`src/hdl/ex_config.svh`:
```
////////////////////
// Global widths, register count and multiplier latency of the core
////////////////////
`ifndef EX_CONFIG_SVH
`define EX_CONFIG_SVH

// Data path
`define EX_XLEN           32  // Word width
`define EX_REG_ADDR_WIDTH 5   // Register index bits

// Register file
`define EX_NUM_REGS       32  // Includes hardwired x0

// Shift-add steps of one MUL
`define EX_MULT_CYCLES    4

`endif

```
`src/hdl/ex_pkg.sv`:
```
////////////////////
// Core data types, ALU operators and pipeline register structs
////////////////////
`include "ex_config.svh"

package ex_pkg;

  typedef logic [`EX_XLEN-1:0]           word_t;      // One data word
  typedef logic [`EX_REG_ADDR_WIDTH-1:0] reg_addr_t;  // Register index

  typedef enum logic [3:0] {
    ALU_ADD,
    ALU_SUB,
    ALU_AND,
    ALU_OR,
    ALU_XOR,
    ALU_SLT,
    ALU_SLTU,
    ALU_SLL,
    ALU_SRL,
    ALU_EQ,   // Branch compares
    ALU_NE
  } alu_op_e;

  typedef enum logic [1:0] {
    MULT_IDLE,
    MULT_RUN,
    MULT_DONE
  } mult_state_e;

  // ID/EX slot
  typedef struct packed {
    logic      valid;
    alu_op_e   alu_op;
    word_t     operand_a;  // rs1
    word_t     operand_b;  // rs2 or I immediate
    word_t     operand_c;  // B immediate, jump target
    logic      mult_en;
    logic      branch;
    logic      rf_we;
    reg_addr_t rf_waddr;
  } id_ex_t;

  // EX/WB slot
  typedef struct packed {
    logic      we;
    reg_addr_t waddr;
    word_t     wdata;
  } ex_wb_t;

endpackage

```
`src/hdl/ex_alu.sv`:
```
////////////////////
// Single-cycle ALU with shared adder, logic ops, shifts and compares
////////////////////
`timescale 1ns/10ps
`include "ex_config.svh"

module ex_alu
(
  input  ex_pkg::alu_op_e operator_i,
  input  ex_pkg::word_t   operand_a_i,
  input  ex_pkg::word_t   operand_b_i,
  output ex_pkg::word_t   result_o,
  output logic            comparison_result_o  // Branch decision
);
  import ex_pkg::*;

  localparam int SHAMT_W = $clog2(`EX_XLEN);

  logic               sub;
  word_t              adder_b;
  logic [`EX_XLEN:0]  adder_sum;  // Carry out on top
  logic               lt_signed;
  logic               lt_unsigned;
  logic               equal;
  logic [SHAMT_W-1:0] shamt;

  ////////////////////
  // Adder
  ////////////////////
  // SUB and both set-less-than ops subtract
  assign sub       = (operator_i == ALU_SUB) || (operator_i == ALU_SLT)
                  || (operator_i == ALU_SLTU);
  assign adder_b   = sub ? ~operand_b_i : operand_b_i;
  assign adder_sum = {1'b0, operand_a_i} + {1'b0, adder_b} + {{`EX_XLEN{1'b0}}, sub};

  assign lt_unsigned = ~adder_sum[`EX_XLEN];  // Borrow out
  // Same signs use the difference, else sign of A decides
  assign lt_signed   = (operand_a_i[`EX_XLEN-1] == operand_b_i[`EX_XLEN-1])
                     ? adder_sum[`EX_XLEN-1] : operand_a_i[`EX_XLEN-1];

  assign equal               = (operand_a_i == operand_b_i);
  assign comparison_result_o = (operator_i == ALU_NE) ? ~equal : equal;

  assign shamt = operand_b_i[SHAMT_W-1:0];  // Modulo 32

  ////////////////////
  // Result mux
  ////////////////////
  always_comb
  begin
    case (operator_i)
      ALU_ADD,
      ALU_SUB:  result_o = adder_sum[`EX_XLEN-1:0];
      ALU_AND:  result_o = operand_a_i & operand_b_i;
      ALU_OR:   result_o = operand_a_i | operand_b_i;
      ALU_XOR:  result_o = operand_a_i ^ operand_b_i;
      ALU_SLT:  result_o = word_t'(lt_signed);
      ALU_SLTU: result_o = word_t'(lt_unsigned);
      ALU_SLL:  result_o = operand_a_i << shamt;
      ALU_SRL:  result_o = operand_a_i >> shamt;  // Logical
      default:  result_o = word_t'(comparison_result_o);  // EQ and NE
    endcase
  end

endmodule

```
`src/hdl/ex_mult.sv`:
```
////////////////////
// Iterative 32x32 low-word multiplier, one byte of B per cycle
////////////////////
`timescale 1ns/10ps
`include "ex_config.svh"

module ex_mult
(
  input  logic          clk,
  input  logic          rst_n,
  input  logic          enable_i,
  input  ex_pkg::word_t op_a_i,
  input  ex_pkg::word_t op_b_i,
  output ex_pkg::word_t result_o,
  output logic          ready_o,
  input  logic          ex_ready_i
);
  import ex_pkg::*;

  localparam int STEP_W = `EX_XLEN / `EX_MULT_CYCLES;  // Digit width
  localparam int CNT_W  = (`EX_MULT_CYCLES > 1) ? $clog2(`EX_MULT_CYCLES) : 1;
  localparam logic [CNT_W-1:0] LAST_STEP = CNT_W'(`EX_MULT_CYCLES - 1);

  mult_state_e      state_q;
  logic [CNT_W-1:0] step_q;
  word_t            acc_q;
  word_t            a_q;   // Multiplicand, moves up a digit per step
  word_t            b_q;   // Multiplier, moves down a digit per step

  // Counter FSM
  always_ff @(posedge clk, negedge rst_n)
  begin
    if (!rst_n)
    begin
      state_q <= MULT_IDLE;
      step_q  <= '0;
    end
    else
    begin
      case (state_q)
        MULT_IDLE:
        begin
          step_q <= '0;
          if (enable_i)
            state_q <= MULT_RUN;
        end
        MULT_RUN:
        begin
          step_q <= step_q + 1'b1;
          if (step_q == LAST_STEP)
            state_q <= MULT_DONE;
        end
        MULT_DONE:
          if (ex_ready_i)
            state_q <= MULT_IDLE;  // Result taken into EX/WB
        default: state_q <= MULT_IDLE;
      endcase
    end
  end

  // Shift-add datapath
  always_ff @(posedge clk)
  begin
    if (state_q == MULT_IDLE)
    begin
      acc_q <= '0;
      a_q   <= op_a_i;
      b_q   <= op_b_i;
    end
    else if (state_q == MULT_RUN)
    begin
      acc_q <= acc_q + a_q * b_q[STEP_W-1:0];  // Low word only
      a_q   <= a_q << STEP_W;
      b_q   <= b_q >> STEP_W;
    end
  end

  assign result_o = acc_q;
  assign ready_o  = (state_q == MULT_DONE) || ((state_q == MULT_IDLE) && !enable_i);

  // ID/EX holds the MUL through the iterations
  assert property (@(posedge clk) disable iff (!rst_n)
    (state_q == MULT_RUN) |-> (enable_i && $stable(op_a_i) && $stable(op_b_i)));

endmodule

```
`src/hdl/op_decoder.sv`:
```
////////////////////
// Instruction decode, operand read, scoreboard and ID/EX register
////////////////////
`timescale 1ns/10ps
`include "ex_config.svh"

module op_decoder
(
  input  logic              clk,
  input  logic              rst_n,
  input  ex_pkg::word_t     instr_i,
  input  logic              instr_valid_i,
  output logic              ready_o,
  input  logic              ex_ready_i,
  output ex_pkg::reg_addr_t rs1_raddr_o,
  output ex_pkg::reg_addr_t rs2_raddr_o,
  input  ex_pkg::word_t     rs1_rdata_i,
  input  ex_pkg::word_t     rs2_rdata_i,
  input  logic              wb_we_i,     // Result stage write this cycle
  input  ex_pkg::reg_addr_t wb_waddr_i,
  output ex_pkg::id_ex_t    id_ex_o
);
  import ex_pkg::*;

  localparam logic [6:0] OPC_OP     = 7'b0110011;
  localparam logic [6:0] OPC_OP_IMM = 7'b0010011;
  localparam logic [6:0] OPC_BRANCH = 7'b1100011;

  reg_addr_t               rd;
  word_t                   imm_i_type;
  word_t                   imm_b_type;
  alu_op_e                 dec_op;
  logic                    dec_mult, dec_branch, dec_we;
  logic                    use_imm, use_rs1, use_rs2;
  logic [`EX_NUM_REGS-1:0] pending_q;  // One bit per register with a write in flight
  logic [`EX_NUM_REGS-1:0] wb_clr, sb_set, busy;
  logic                    hazard, accept, id_ex_en;
  id_ex_t                  id_ex_q;

  assign rd          = instr_i[11:7];
  assign rs1_raddr_o = instr_i[19:15];
  assign rs2_raddr_o = instr_i[24:20];
  assign imm_i_type  = {{(`EX_XLEN-12){instr_i[31]}}, instr_i[31:20]};
  assign imm_b_type  = {{(`EX_XLEN-13){instr_i[31]}}, instr_i[31], instr_i[7],
                        instr_i[30:25], instr_i[11:8], 1'b0};

  ////////////////////
  // Opcode decode
  ////////////////////
  always_comb
  begin
    dec_op     = ALU_ADD;  // No-op by default
    dec_mult   = 1'b0;
    dec_branch = 1'b0;
    dec_we     = 1'b0;
    use_imm    = 1'b0;
    use_rs1    = 1'b0;
    use_rs2    = 1'b0;
    case (instr_i[6:0])
      OPC_OP:
      begin
        dec_we  = 1'b1;
        use_rs1 = 1'b1;
        use_rs2 = 1'b1;
        case ({instr_i[31:25], instr_i[14:12]})  // funct7, funct3
          10'b0000000_000: dec_op   = ALU_ADD;
          10'b0100000_000: dec_op   = ALU_SUB;
          10'b0000000_111: dec_op   = ALU_AND;
          10'b0000000_110: dec_op   = ALU_OR;
          10'b0000000_100: dec_op   = ALU_XOR;
          10'b0000000_010: dec_op   = ALU_SLT;
          10'b0000000_011: dec_op   = ALU_SLTU;
          10'b0000000_001: dec_op   = ALU_SLL;
          10'b0000000_101: dec_op   = ALU_SRL;
          10'b0000001_000: dec_mult = 1'b1;     // MUL
          default:
          begin
            dec_we  = 1'b0;
            use_rs1 = 1'b0;
            use_rs2 = 1'b0;
          end
        endcase
      end
      OPC_OP_IMM:
      begin
        dec_we  = (instr_i[14:12] == 3'b000);  // ADDI only
        use_rs1 = dec_we;
        use_imm = 1'b1;
      end
      OPC_BRANCH:
      begin
        dec_branch = (instr_i[14:13] == 2'b00);  // BEQ and BNE
        dec_op     = instr_i[12] ? ALU_NE : ALU_EQ;
        use_rs1    = dec_branch;
        use_rs2    = dec_branch;
      end
      default: dec_op = ALU_ADD;
    endcase
  end

  ////////////////////
  // Scoreboard
  ////////////////////
  always_comb
  begin
    wb_clr = '0;
    sb_set = '0;
    if (wb_we_i)
      wb_clr[wb_waddr_i] = 1'b1;
    if (accept && dec_we && (rd != '0))
      sb_set[rd] = 1'b1;  // x0 never pending
  end

  assign busy     = pending_q & ~wb_clr;  // Retiring write comes through the bypass
  assign hazard   = (use_rs1 & busy[rs1_raddr_o]) | (use_rs2 & busy[rs2_raddr_o])
                  | (dec_we & busy[rd]);  // Also wait on rd so bits clear in order
  assign id_ex_en = ~id_ex_q.valid | ex_ready_i;
  assign ready_o  = id_ex_en & ~hazard;
  assign accept   = instr_valid_i & ready_o;

  always_ff @(posedge clk, negedge rst_n)
  begin
    if (!rst_n)
      pending_q <= '0;
    else
      pending_q <= busy | sb_set;
  end

  // ID/EX register
  always_ff @(posedge clk, negedge rst_n)
  begin
    if (!rst_n)
      id_ex_q <= '0;
    else if (id_ex_en)
    begin
      id_ex_q.valid     <= accept;  // Empty slot when nothing taken
      id_ex_q.alu_op    <= dec_op;
      id_ex_q.operand_a <= rs1_rdata_i;
      id_ex_q.operand_b <= use_imm ? imm_i_type : rs2_rdata_i;
      id_ex_q.operand_c <= imm_b_type;
      id_ex_q.mult_en   <= dec_mult;
      id_ex_q.branch    <= dec_branch;
      id_ex_q.rf_we     <= dec_we;
      id_ex_q.rf_waddr  <= rd;
    end
  end

  assign id_ex_o = id_ex_q;

  // Slot frozen while execute stalls
  assert property (@(posedge clk) disable iff (!rst_n)
    (id_ex_q.valid && !ex_ready_i) |=> $stable(id_ex_q));

  // Every register write was announced at accept
  assert property (@(posedge clk) disable iff (!rst_n)
    (wb_we_i && (wb_waddr_i != '0)) |-> pending_q[wb_waddr_i]);

endmodule

```
`src/hdl/ex_stage.sv`:
```
////////////////////
// Execute stage with ALU, multiplier, branch outputs and EX/WB register
////////////////////
`timescale 1ns/10ps

module ex_stage
(
  input  logic           clk,
  input  logic           rst_n,
  input  ex_pkg::id_ex_t id_ex_i,
  output logic           ex_ready_o,
  output ex_pkg::ex_wb_t ex_wb_o,
  output logic           branch_valid_o,
  output logic           branch_taken_o,
  output ex_pkg::word_t  branch_target_o
);
  import ex_pkg::*;

  word_t  alu_result;
  word_t  mult_result;
  word_t  ex_result;
  logic   alu_cmp_result;
  logic   mult_ready;
  logic   mult_active;
  logic   branch_in_ex;
  logic   ex_valid;
  ex_wb_t ex_wb_q;

  assign mult_active  = id_ex_i.valid & id_ex_i.mult_en;
  assign branch_in_ex = id_ex_i.valid & id_ex_i.branch;

  ////////////////////
  // ALU and multiplier
  ////////////////////
  ex_alu u_alu
  (
    .operator_i          (id_ex_i.alu_op),
    .operand_a_i         (id_ex_i.operand_a),
    .operand_b_i         (id_ex_i.operand_b),
    .result_o            (alu_result),
    .comparison_result_o (alu_cmp_result)
  );

  ex_mult u_mult
  (
    .clk        (clk),
    .rst_n      (rst_n),
    .enable_i   (mult_active),
    .op_a_i     (id_ex_i.operand_a),
    .op_b_i     (id_ex_i.operand_b),
    .result_o   (mult_result),
    .ready_o    (mult_ready),
    .ex_ready_i (ex_ready_o)
  );

  assign ex_result = id_ex_i.mult_en ? mult_result : alu_result;

  // Branches finish here so they never wait on the multiplier
  assign ex_valid   = mult_ready & id_ex_i.valid & ~id_ex_i.branch;
  assign ex_ready_o = mult_ready | branch_in_ex;

  assign branch_valid_o  = branch_in_ex;        // One cycle per branch
  assign branch_taken_o  = alu_cmp_result;
  assign branch_target_o = id_ex_i.operand_c;   // Immediate passed through

  ////////////////////
  // EX/WB register
  ////////////////////
  always_ff @(posedge clk, negedge rst_n)
  begin
    if (!rst_n)
      ex_wb_q <= '0;
    else if (ex_valid)
    begin
      ex_wb_q.we    <= id_ex_i.rf_we;
      ex_wb_q.waddr <= id_ex_i.rf_waddr;
      ex_wb_q.wdata <= ex_result;
    end
    else
      ex_wb_q.we <= 1'b0;  // Nothing ready, flush the slot
  end

  assign ex_wb_o = ex_wb_q;

  // Decoded branch carries no register write and no multiply
  assert property (@(posedge clk) disable iff (!rst_n)
    branch_in_ex |-> (!id_ex_i.rf_we && !id_ex_i.mult_en));

endmodule

```
`src/hdl/wb_regfile.sv`:
```
////////////////////
// Result stage with register file, bypassed read ports and retire port
////////////////////
`timescale 1ns/10ps
`include "ex_config.svh"

module wb_regfile
(
  input  logic              clk,
  input  logic              rst_n,
  input  ex_pkg::ex_wb_t    ex_wb_i,
  input  ex_pkg::reg_addr_t rs1_raddr_i,
  input  ex_pkg::reg_addr_t rs2_raddr_i,
  output ex_pkg::word_t     rs1_rdata_o,
  output ex_pkg::word_t     rs2_rdata_o,
  output logic              wb_we_o,
  output ex_pkg::reg_addr_t wb_waddr_o,
  output ex_pkg::word_t     wb_wdata_o
);
  import ex_pkg::*;

  word_t regs_q [`EX_NUM_REGS];  // Entry 0 stays zero

  // x0 first, then the write in progress, then storage
  function automatic word_t read_reg(reg_addr_t addr);
    word_t data;
    if (addr == '0)
      data = '0;
    else if (ex_wb_i.we && (ex_wb_i.waddr == addr))
      data = ex_wb_i.wdata;  // Same-cycle bypass
    else
      data = regs_q[addr];
    return data;
  endfunction

  always_ff @(posedge clk, negedge rst_n)
  begin
    if (!rst_n)
    begin
      for (int i = 0; i < `EX_NUM_REGS; i++)
        regs_q[i] <= '0;
    end
    else if (ex_wb_i.we && (ex_wb_i.waddr != '0))
      regs_q[ex_wb_i.waddr] <= ex_wb_i.wdata;
  end

  always_comb
  begin
    rs1_rdata_o = read_reg(rs1_raddr_i);
    rs2_rdata_o = read_reg(rs2_raddr_i);
  end

  // Retire port mirrors the write
  assign wb_we_o    = ex_wb_i.we;
  assign wb_waddr_o = ex_wb_i.waddr;
  assign wb_wdata_o = ex_wb_i.wdata;

endmodule

```
`src/hdl/core_ex_top.sv`:
```
////////////////////
// Core top with decoder, execute stage and result stage
////////////////////
`timescale 1ns/10ps

module core_ex_top
(
  input  logic              clk,
  input  logic              rst_n,
  input  ex_pkg::word_t     instr_i,
  input  logic              instr_valid_i,
  output logic              ready_o,
  output logic              retire_we_o,
  output ex_pkg::reg_addr_t retire_waddr_o,
  output ex_pkg::word_t     retire_wdata_o,
  output logic              branch_valid_o,
  output logic              branch_taken_o,
  output ex_pkg::word_t     branch_target_o
);
  import ex_pkg::*;

  id_ex_t    id_ex;     // Decode to execute
  ex_wb_t    ex_wb;     // Execute to result
  logic      ex_ready;
  reg_addr_t rs1_raddr;
  reg_addr_t rs2_raddr;
  word_t     rs1_rdata;
  word_t     rs2_rdata;

  op_decoder u_decoder
  (
    .clk           (clk),
    .rst_n         (rst_n),
    .instr_i       (instr_i),
    .instr_valid_i (instr_valid_i),
    .ready_o       (ready_o),
    .ex_ready_i    (ex_ready),
    .rs1_raddr_o   (rs1_raddr),
    .rs2_raddr_o   (rs2_raddr),
    .rs1_rdata_i   (rs1_rdata),
    .rs2_rdata_i   (rs2_rdata),
    .wb_we_i       (retire_we_o),     // Scoreboard clear
    .wb_waddr_i    (retire_waddr_o),
    .id_ex_o       (id_ex)
  );

  ex_stage u_ex
  (
    .clk             (clk),
    .rst_n           (rst_n),
    .id_ex_i         (id_ex),
    .ex_ready_o      (ex_ready),
    .ex_wb_o         (ex_wb),
    .branch_valid_o  (branch_valid_o),
    .branch_taken_o  (branch_taken_o),
    .branch_target_o (branch_target_o)
  );

  wb_regfile u_wb
  (
    .clk         (clk),
    .rst_n       (rst_n),
    .ex_wb_i     (ex_wb),
    .rs1_raddr_i (rs1_raddr),
    .rs2_raddr_i (rs2_raddr),
    .rs1_rdata_o (rs1_rdata),
    .rs2_rdata_o (rs2_rdata),
    .wb_we_o     (retire_we_o),
    .wb_waddr_o  (retire_waddr_o),
    .wb_wdata_o  (retire_wdata_o)
  );

endmodule

```
`config.mk`:
```
export PLATFORM = sky130hd
export DESIGN_NAME = core_ex_top
export DESIGN_NICKNAME = d
export VERILOG_FILES = /design/src/hdl/ex_pkg.sv /design/src/hdl/ex_alu.sv /design/src/hdl/ex_mult.sv /design/src/hdl/op_decoder.sv /design/src/hdl/ex_stage.sv /design/src/hdl/wb_regfile.sv /design/src/hdl/core_ex_top.sv
export VERILOG_INCLUDE_DIRS = /design/src /design/src/hdl
export SDC_FILE = /design/constraint.sdc
export NUM_CORES = 2
export LEC_CHECK = 0
export CAP_MARGIN = 20
export CORE_MARGIN = 1
export CORE_UTILIZATION = 38
export DETAILED_ROUTE_END_ITERATION = 16
export DONT_BUFFER_PORTS = 1
export PLACE_DENSITY = 0.55
export SETUP_SLACK_MARGIN = 0.5
export SYNTH_ARGS = -nofsm -noshare
export SYNTH_HDL_FRONTEND = slang
export SYNTH_SLANG_ARGS = --single-unit
```
`constraint.sdc`:
```
create_clock -name clk -period 7.16 [get_ports clk]
set_input_delay 0.716 -clock clk [delete_from_list [all_inputs] [get_ports clk]]
set_output_delay 0.716 -clock clk [all_outputs]
set_load 0.01 [all_outputs]
```
==> reports/qor.txt <==
outcome: complete, no violations
routed vias: 53.2k
setup repair bufs after CTS: 0
total global-route track usage: 25.6%
Max Root-Sink Buffers: 3
Final Critical Period: 5910 ps
CTS Hold Bufs: 10
worst min path class: in2reg
sequential-to-total area share from yosys stat: 40.3%
total grt overflow: 0
PwrDens: 289 mW/mm2
Clock power frac: 32.5%
Rows: 167
P_int: 16.3 mW
fin nets: 6,212
first-pass GRT wire length: 395 mm
sequential power share: 38.0%
Layout Skew: 64.0 ps
total CTS buffers: 149
Synth cell types: 88
worst-path fanout max: 27
EDFF count, synth: 64
DR WL/cell: 30.7 um
xor and xnor area share after synthesis: 1.09%
RR Startpoint: u_ex.u_mult.b_q[5]
H-tree levels: 4
Non-Filler Instances: 8,770
Max Freq: 169 MHz
# clock sinks: 1,278
reg-to-reg slack, setup: 1250 ps
WP data arrival: 6580 ps
chip height: 460 um
CP cell instances: nand2_1 -> fa_1 -> fa_1 -> inv_1 -> fa_1 -> inv_1 -> fa_1 -> inv_1 -> ha_1 -> o21a_1 -> o2111a_1 -> a211oi_1 -> o21ai_0 -> and2_1 -> a41oi_1 -> o21ai_0 -> xor2_1 -> a22o_1
initial antenna violation count: 10
top cell type's share of synthesized area: 37.1%
reg-to-reg endpoint: u_ex.u_mult.result_o[24]
die width: 460 um
Synth async-reset ratio: 92.5%
maximum VDD drop: 0.354 mV
vias in the first global route: 54.2k
Rel. slew slack: 7.27%
Clock transition at path regs: 60 ps
Sum Neg Setup Slack: 0 ps
slowest stage cell on the critical path: edfxtp_1
Most common cell on crit path: fa_1
fin area: 0.0876 mm2
die area: 0.212 mm2
final setup fails: 0
DR vias/cell: 6.06
kind of critical path: reg2reg
Final Max Slew Viols: 0
# fillers: 19.2k
RSZ-0062 raised after global routing: no
CP required: 7830 ps
CP peak stage delay: 920 ps
cell count of the worst hold path: 2
Placed Cells: 8,479
Fin. Hold Viols: 0
worst-margin pin slew: 1390 ps
pre-CTS setup slack: 1220 ps
hold_sp: instr_i[27]
fraction of layout cells with a size suffix above 1: 36.4%
WHS Endpoint: u_decoder.id_ex_o[15]
post-synthesis mux area share: 35.6%
Mapped Area: 0.0797 mm2
cell leakage power: 39.4 nW
Compound-Gate Fraction of Synth Area: 6.04%
Post-synth top flop: dfrtp_1
Final Cycle Share: 82.5%
Pwr Total: 25.3 mW
DP Area: 0.0822 mm2
startpoint types: flip-flop
starting density of the core: 38.4%
Sw Pwr: 9.01 mW
Setup WS post-layout: 1250 ps
largest net degree at the start of global routing: 268
Worst setup EP type: flip-flop
# resized after CTS: 0
synthesized flop and latch total: 1,278
sw frac: 35.6%
simple-gate share of the synthesized area: 5.57%
Iteration-0 DRC Markers: 5,038
clk_lat worst skew: 830 ps
area grow syn2layout: 9.96%
largest family of logic cells by synthesized area: multiplexers
post-route ant nets: 0
# DRC: 0
Syn Inst Count: 6,157
max cap viols: 0
top cells by area in the synthesized netlist: dfrtp_1 37%, mux4_2 19%, mux2_2 15%, fa_1 4.7%, edfxtp_1 2.4%
number of synthesis warnings: 0
Logic pwr share: 29.5%
core area: 0.208 mm2
Root Buffer: clkbuf_16
Post-Synth Adder-Cell Area: 6.86%
CTS tree: built
synthesized area per cell: 12.9 um2
final design utilization: 42.2%
drt pass-1 iters: 8
drt total wl: 270 mm
R2R depth: 18
Fin Hold WS: 52.2 ps
area leader, netlist: dfrtp_1
GPL Wtd Cong: 0.973
DP HPWL: 163 mm
IO Port Bufs: 0
post-synth net total: 6,517
IO Count: 108
[flip-flops by register name, indices dropped and copies added (netlist names)]
signal	cells
u_ex.u_mult.b_q	32
u_ex.u_mult.a_q	32
u_ex.u_mult.state_q	2
u_ex.ex_wb_o	38
u_ex.u_mult.result_o	32
u_decoder.pending_q	32
u_wb.regs_q	1024
u_ex.u_mult.step_q	2
u_decoder.id_ex_o	84
[cell families after synthesis]
kind of cell,count (synthesis)
buffers and inverters,920
adder cells (fa/ha/maj),325
AO/OA/AOI/OAI,758
XOR/XNOR,99
AND/OR/NAND/NOR,917
other,1
multiplexers,1859
flip-flops,1278
[power groups by stage]
stage	registers [mW]	clock network [mW]	logic (mW)
2_1_floorplan	9.27	0	5.22
3_3_place_gp	9.64	0	7.27
3_5_place_dp	9.72	0	7.34
4_1_cts	9.59	8.42	7.37
5_1_grt	9.78	8.68	7.96
6_report	9.63	8.24	7.47
[synth_stat cells, types with 11 or more instances]
cell	n
xor2_1	31
nand3b_1	11
a31oi_1	17
clkbuf_1	418
o21ai_1	22
a21o_1	32
nand2b_1	22
edfxtp_1	64
nand2_1	297
dfxtp_1	32
buf_2	20
o31ai_1	14
mux4_2	675
mux2i_1	133
or3_1	11
nor4_1	16
nor3_1	51
buf_1	117
a211oi_1	31
nor2_1	238
a221oi_1	37
mux2_2	1051
and2_1	157
inv_1	327
dfrtp_1	1182
a21oi_1	201
ha_1	138
o211ai_1	36
o21bai_1	11
nor2b_1	12
buf_4	34
xnor2_1	68
or2_2	12
nand3_1	28
fa_1	187
and3_1	14
nand4_1	12
o22ai_1	66
a22oi_1	36
o21ai_0	161
[critical path, delay by kind of cell (launching register included)]
| kind | cells | cell delay [ps] |
|---|---|---|
| buffers and inverters | 3 | 150 |
| and+or+nand+nor | 2 | 440 |
| AOI/OAI and AO/OA | 7 | 1820 |
| xor gates and xnor gates | 1 | 150 |
| DFF | 1 | 920 |
| adders and majority gates | 5 | 2310 |
[cell type report]
| cell class | count | area [um2] | area share, % |
|---|---|---|---|
| clock inverters | 61 | 1000 | 1.14 |
| diodes | 4 | 10.0 | 0.0114 |
| inverters | 331 | 1250 | 1.42 |
| flip-flops and latches | 1278 | 32100 | 36.7 |
| repair buffers | 133 | 1140 | 1.30 |
| well taps | 2788 | 3490 | 3.98 |
| clock buffers | 216 | 4340 | 4.96 |
| multi-input cells | 3959 | 44300 | 50.5 |
[layer usage]
metal  GRT usage, %  routed length (um)
met5              0                  46
met3           5.02               18100
met1           36.0              118000
met2           39.5              124000
met4           8.49                9370
[how the worst max path moves through the flow]
stage / slack (ps) / startpoint / end / depth (start not counted)
floorplan: 1940 / u_ex.u_mult.b_q[3] / u_ex.u_mult.result_o[30] / 19
global placement: 1270 / u_ex.u_mult.b_q[5] / u_ex.u_mult.result_o[24] / 18
detailed placement: 1220 / u_ex.u_mult.b_q[5] / u_ex.u_mult.result_o[24] / 18
CTS: 1220 / u_ex.u_mult.b_q[5] / u_ex.u_mult.result_o[24] / 18
global route: 980 / u_ex.u_mult.b_q[5] / u_ex.u_mult.result_o[30] / 18
finish: 1250 / u_ex.u_mult.b_q[5] / u_ex.u_mult.result_o[24] / 18
[cells in the final DEF (no fill, tap or decap), types with 15 or more instances in the layout]
cell	instances
dfxtp_1	32
o22ai_1	66
o21ai_0	161
xnor2_1	68
edfxtp_1	64
nand3_1	27
xor2_1	31
inv_1	326
fa_1	187
o211ai_1	36
nand2b_1	22
o21ai_1	22
dfrtp_1	1177
a221oi_1	37
a21oi_1	198
a22oi_1	36
mux2_2	1051
mux2i_1	133
nor2_4	21
clkinv_2	25
a21o_1	32
nor3_1	45
mux4_2	675
nand2_1	289
a211oi_1	31
a31oi_1	17
ha_1	138
and2_1	157
clkbuf_16	151
nor4_1	15
clkbuf_1	33
bufinv_16	15
nor2_1	216
clkbuf_8	32
buf_4	114
Note: power is estimated with default switching activity, not from simulation.
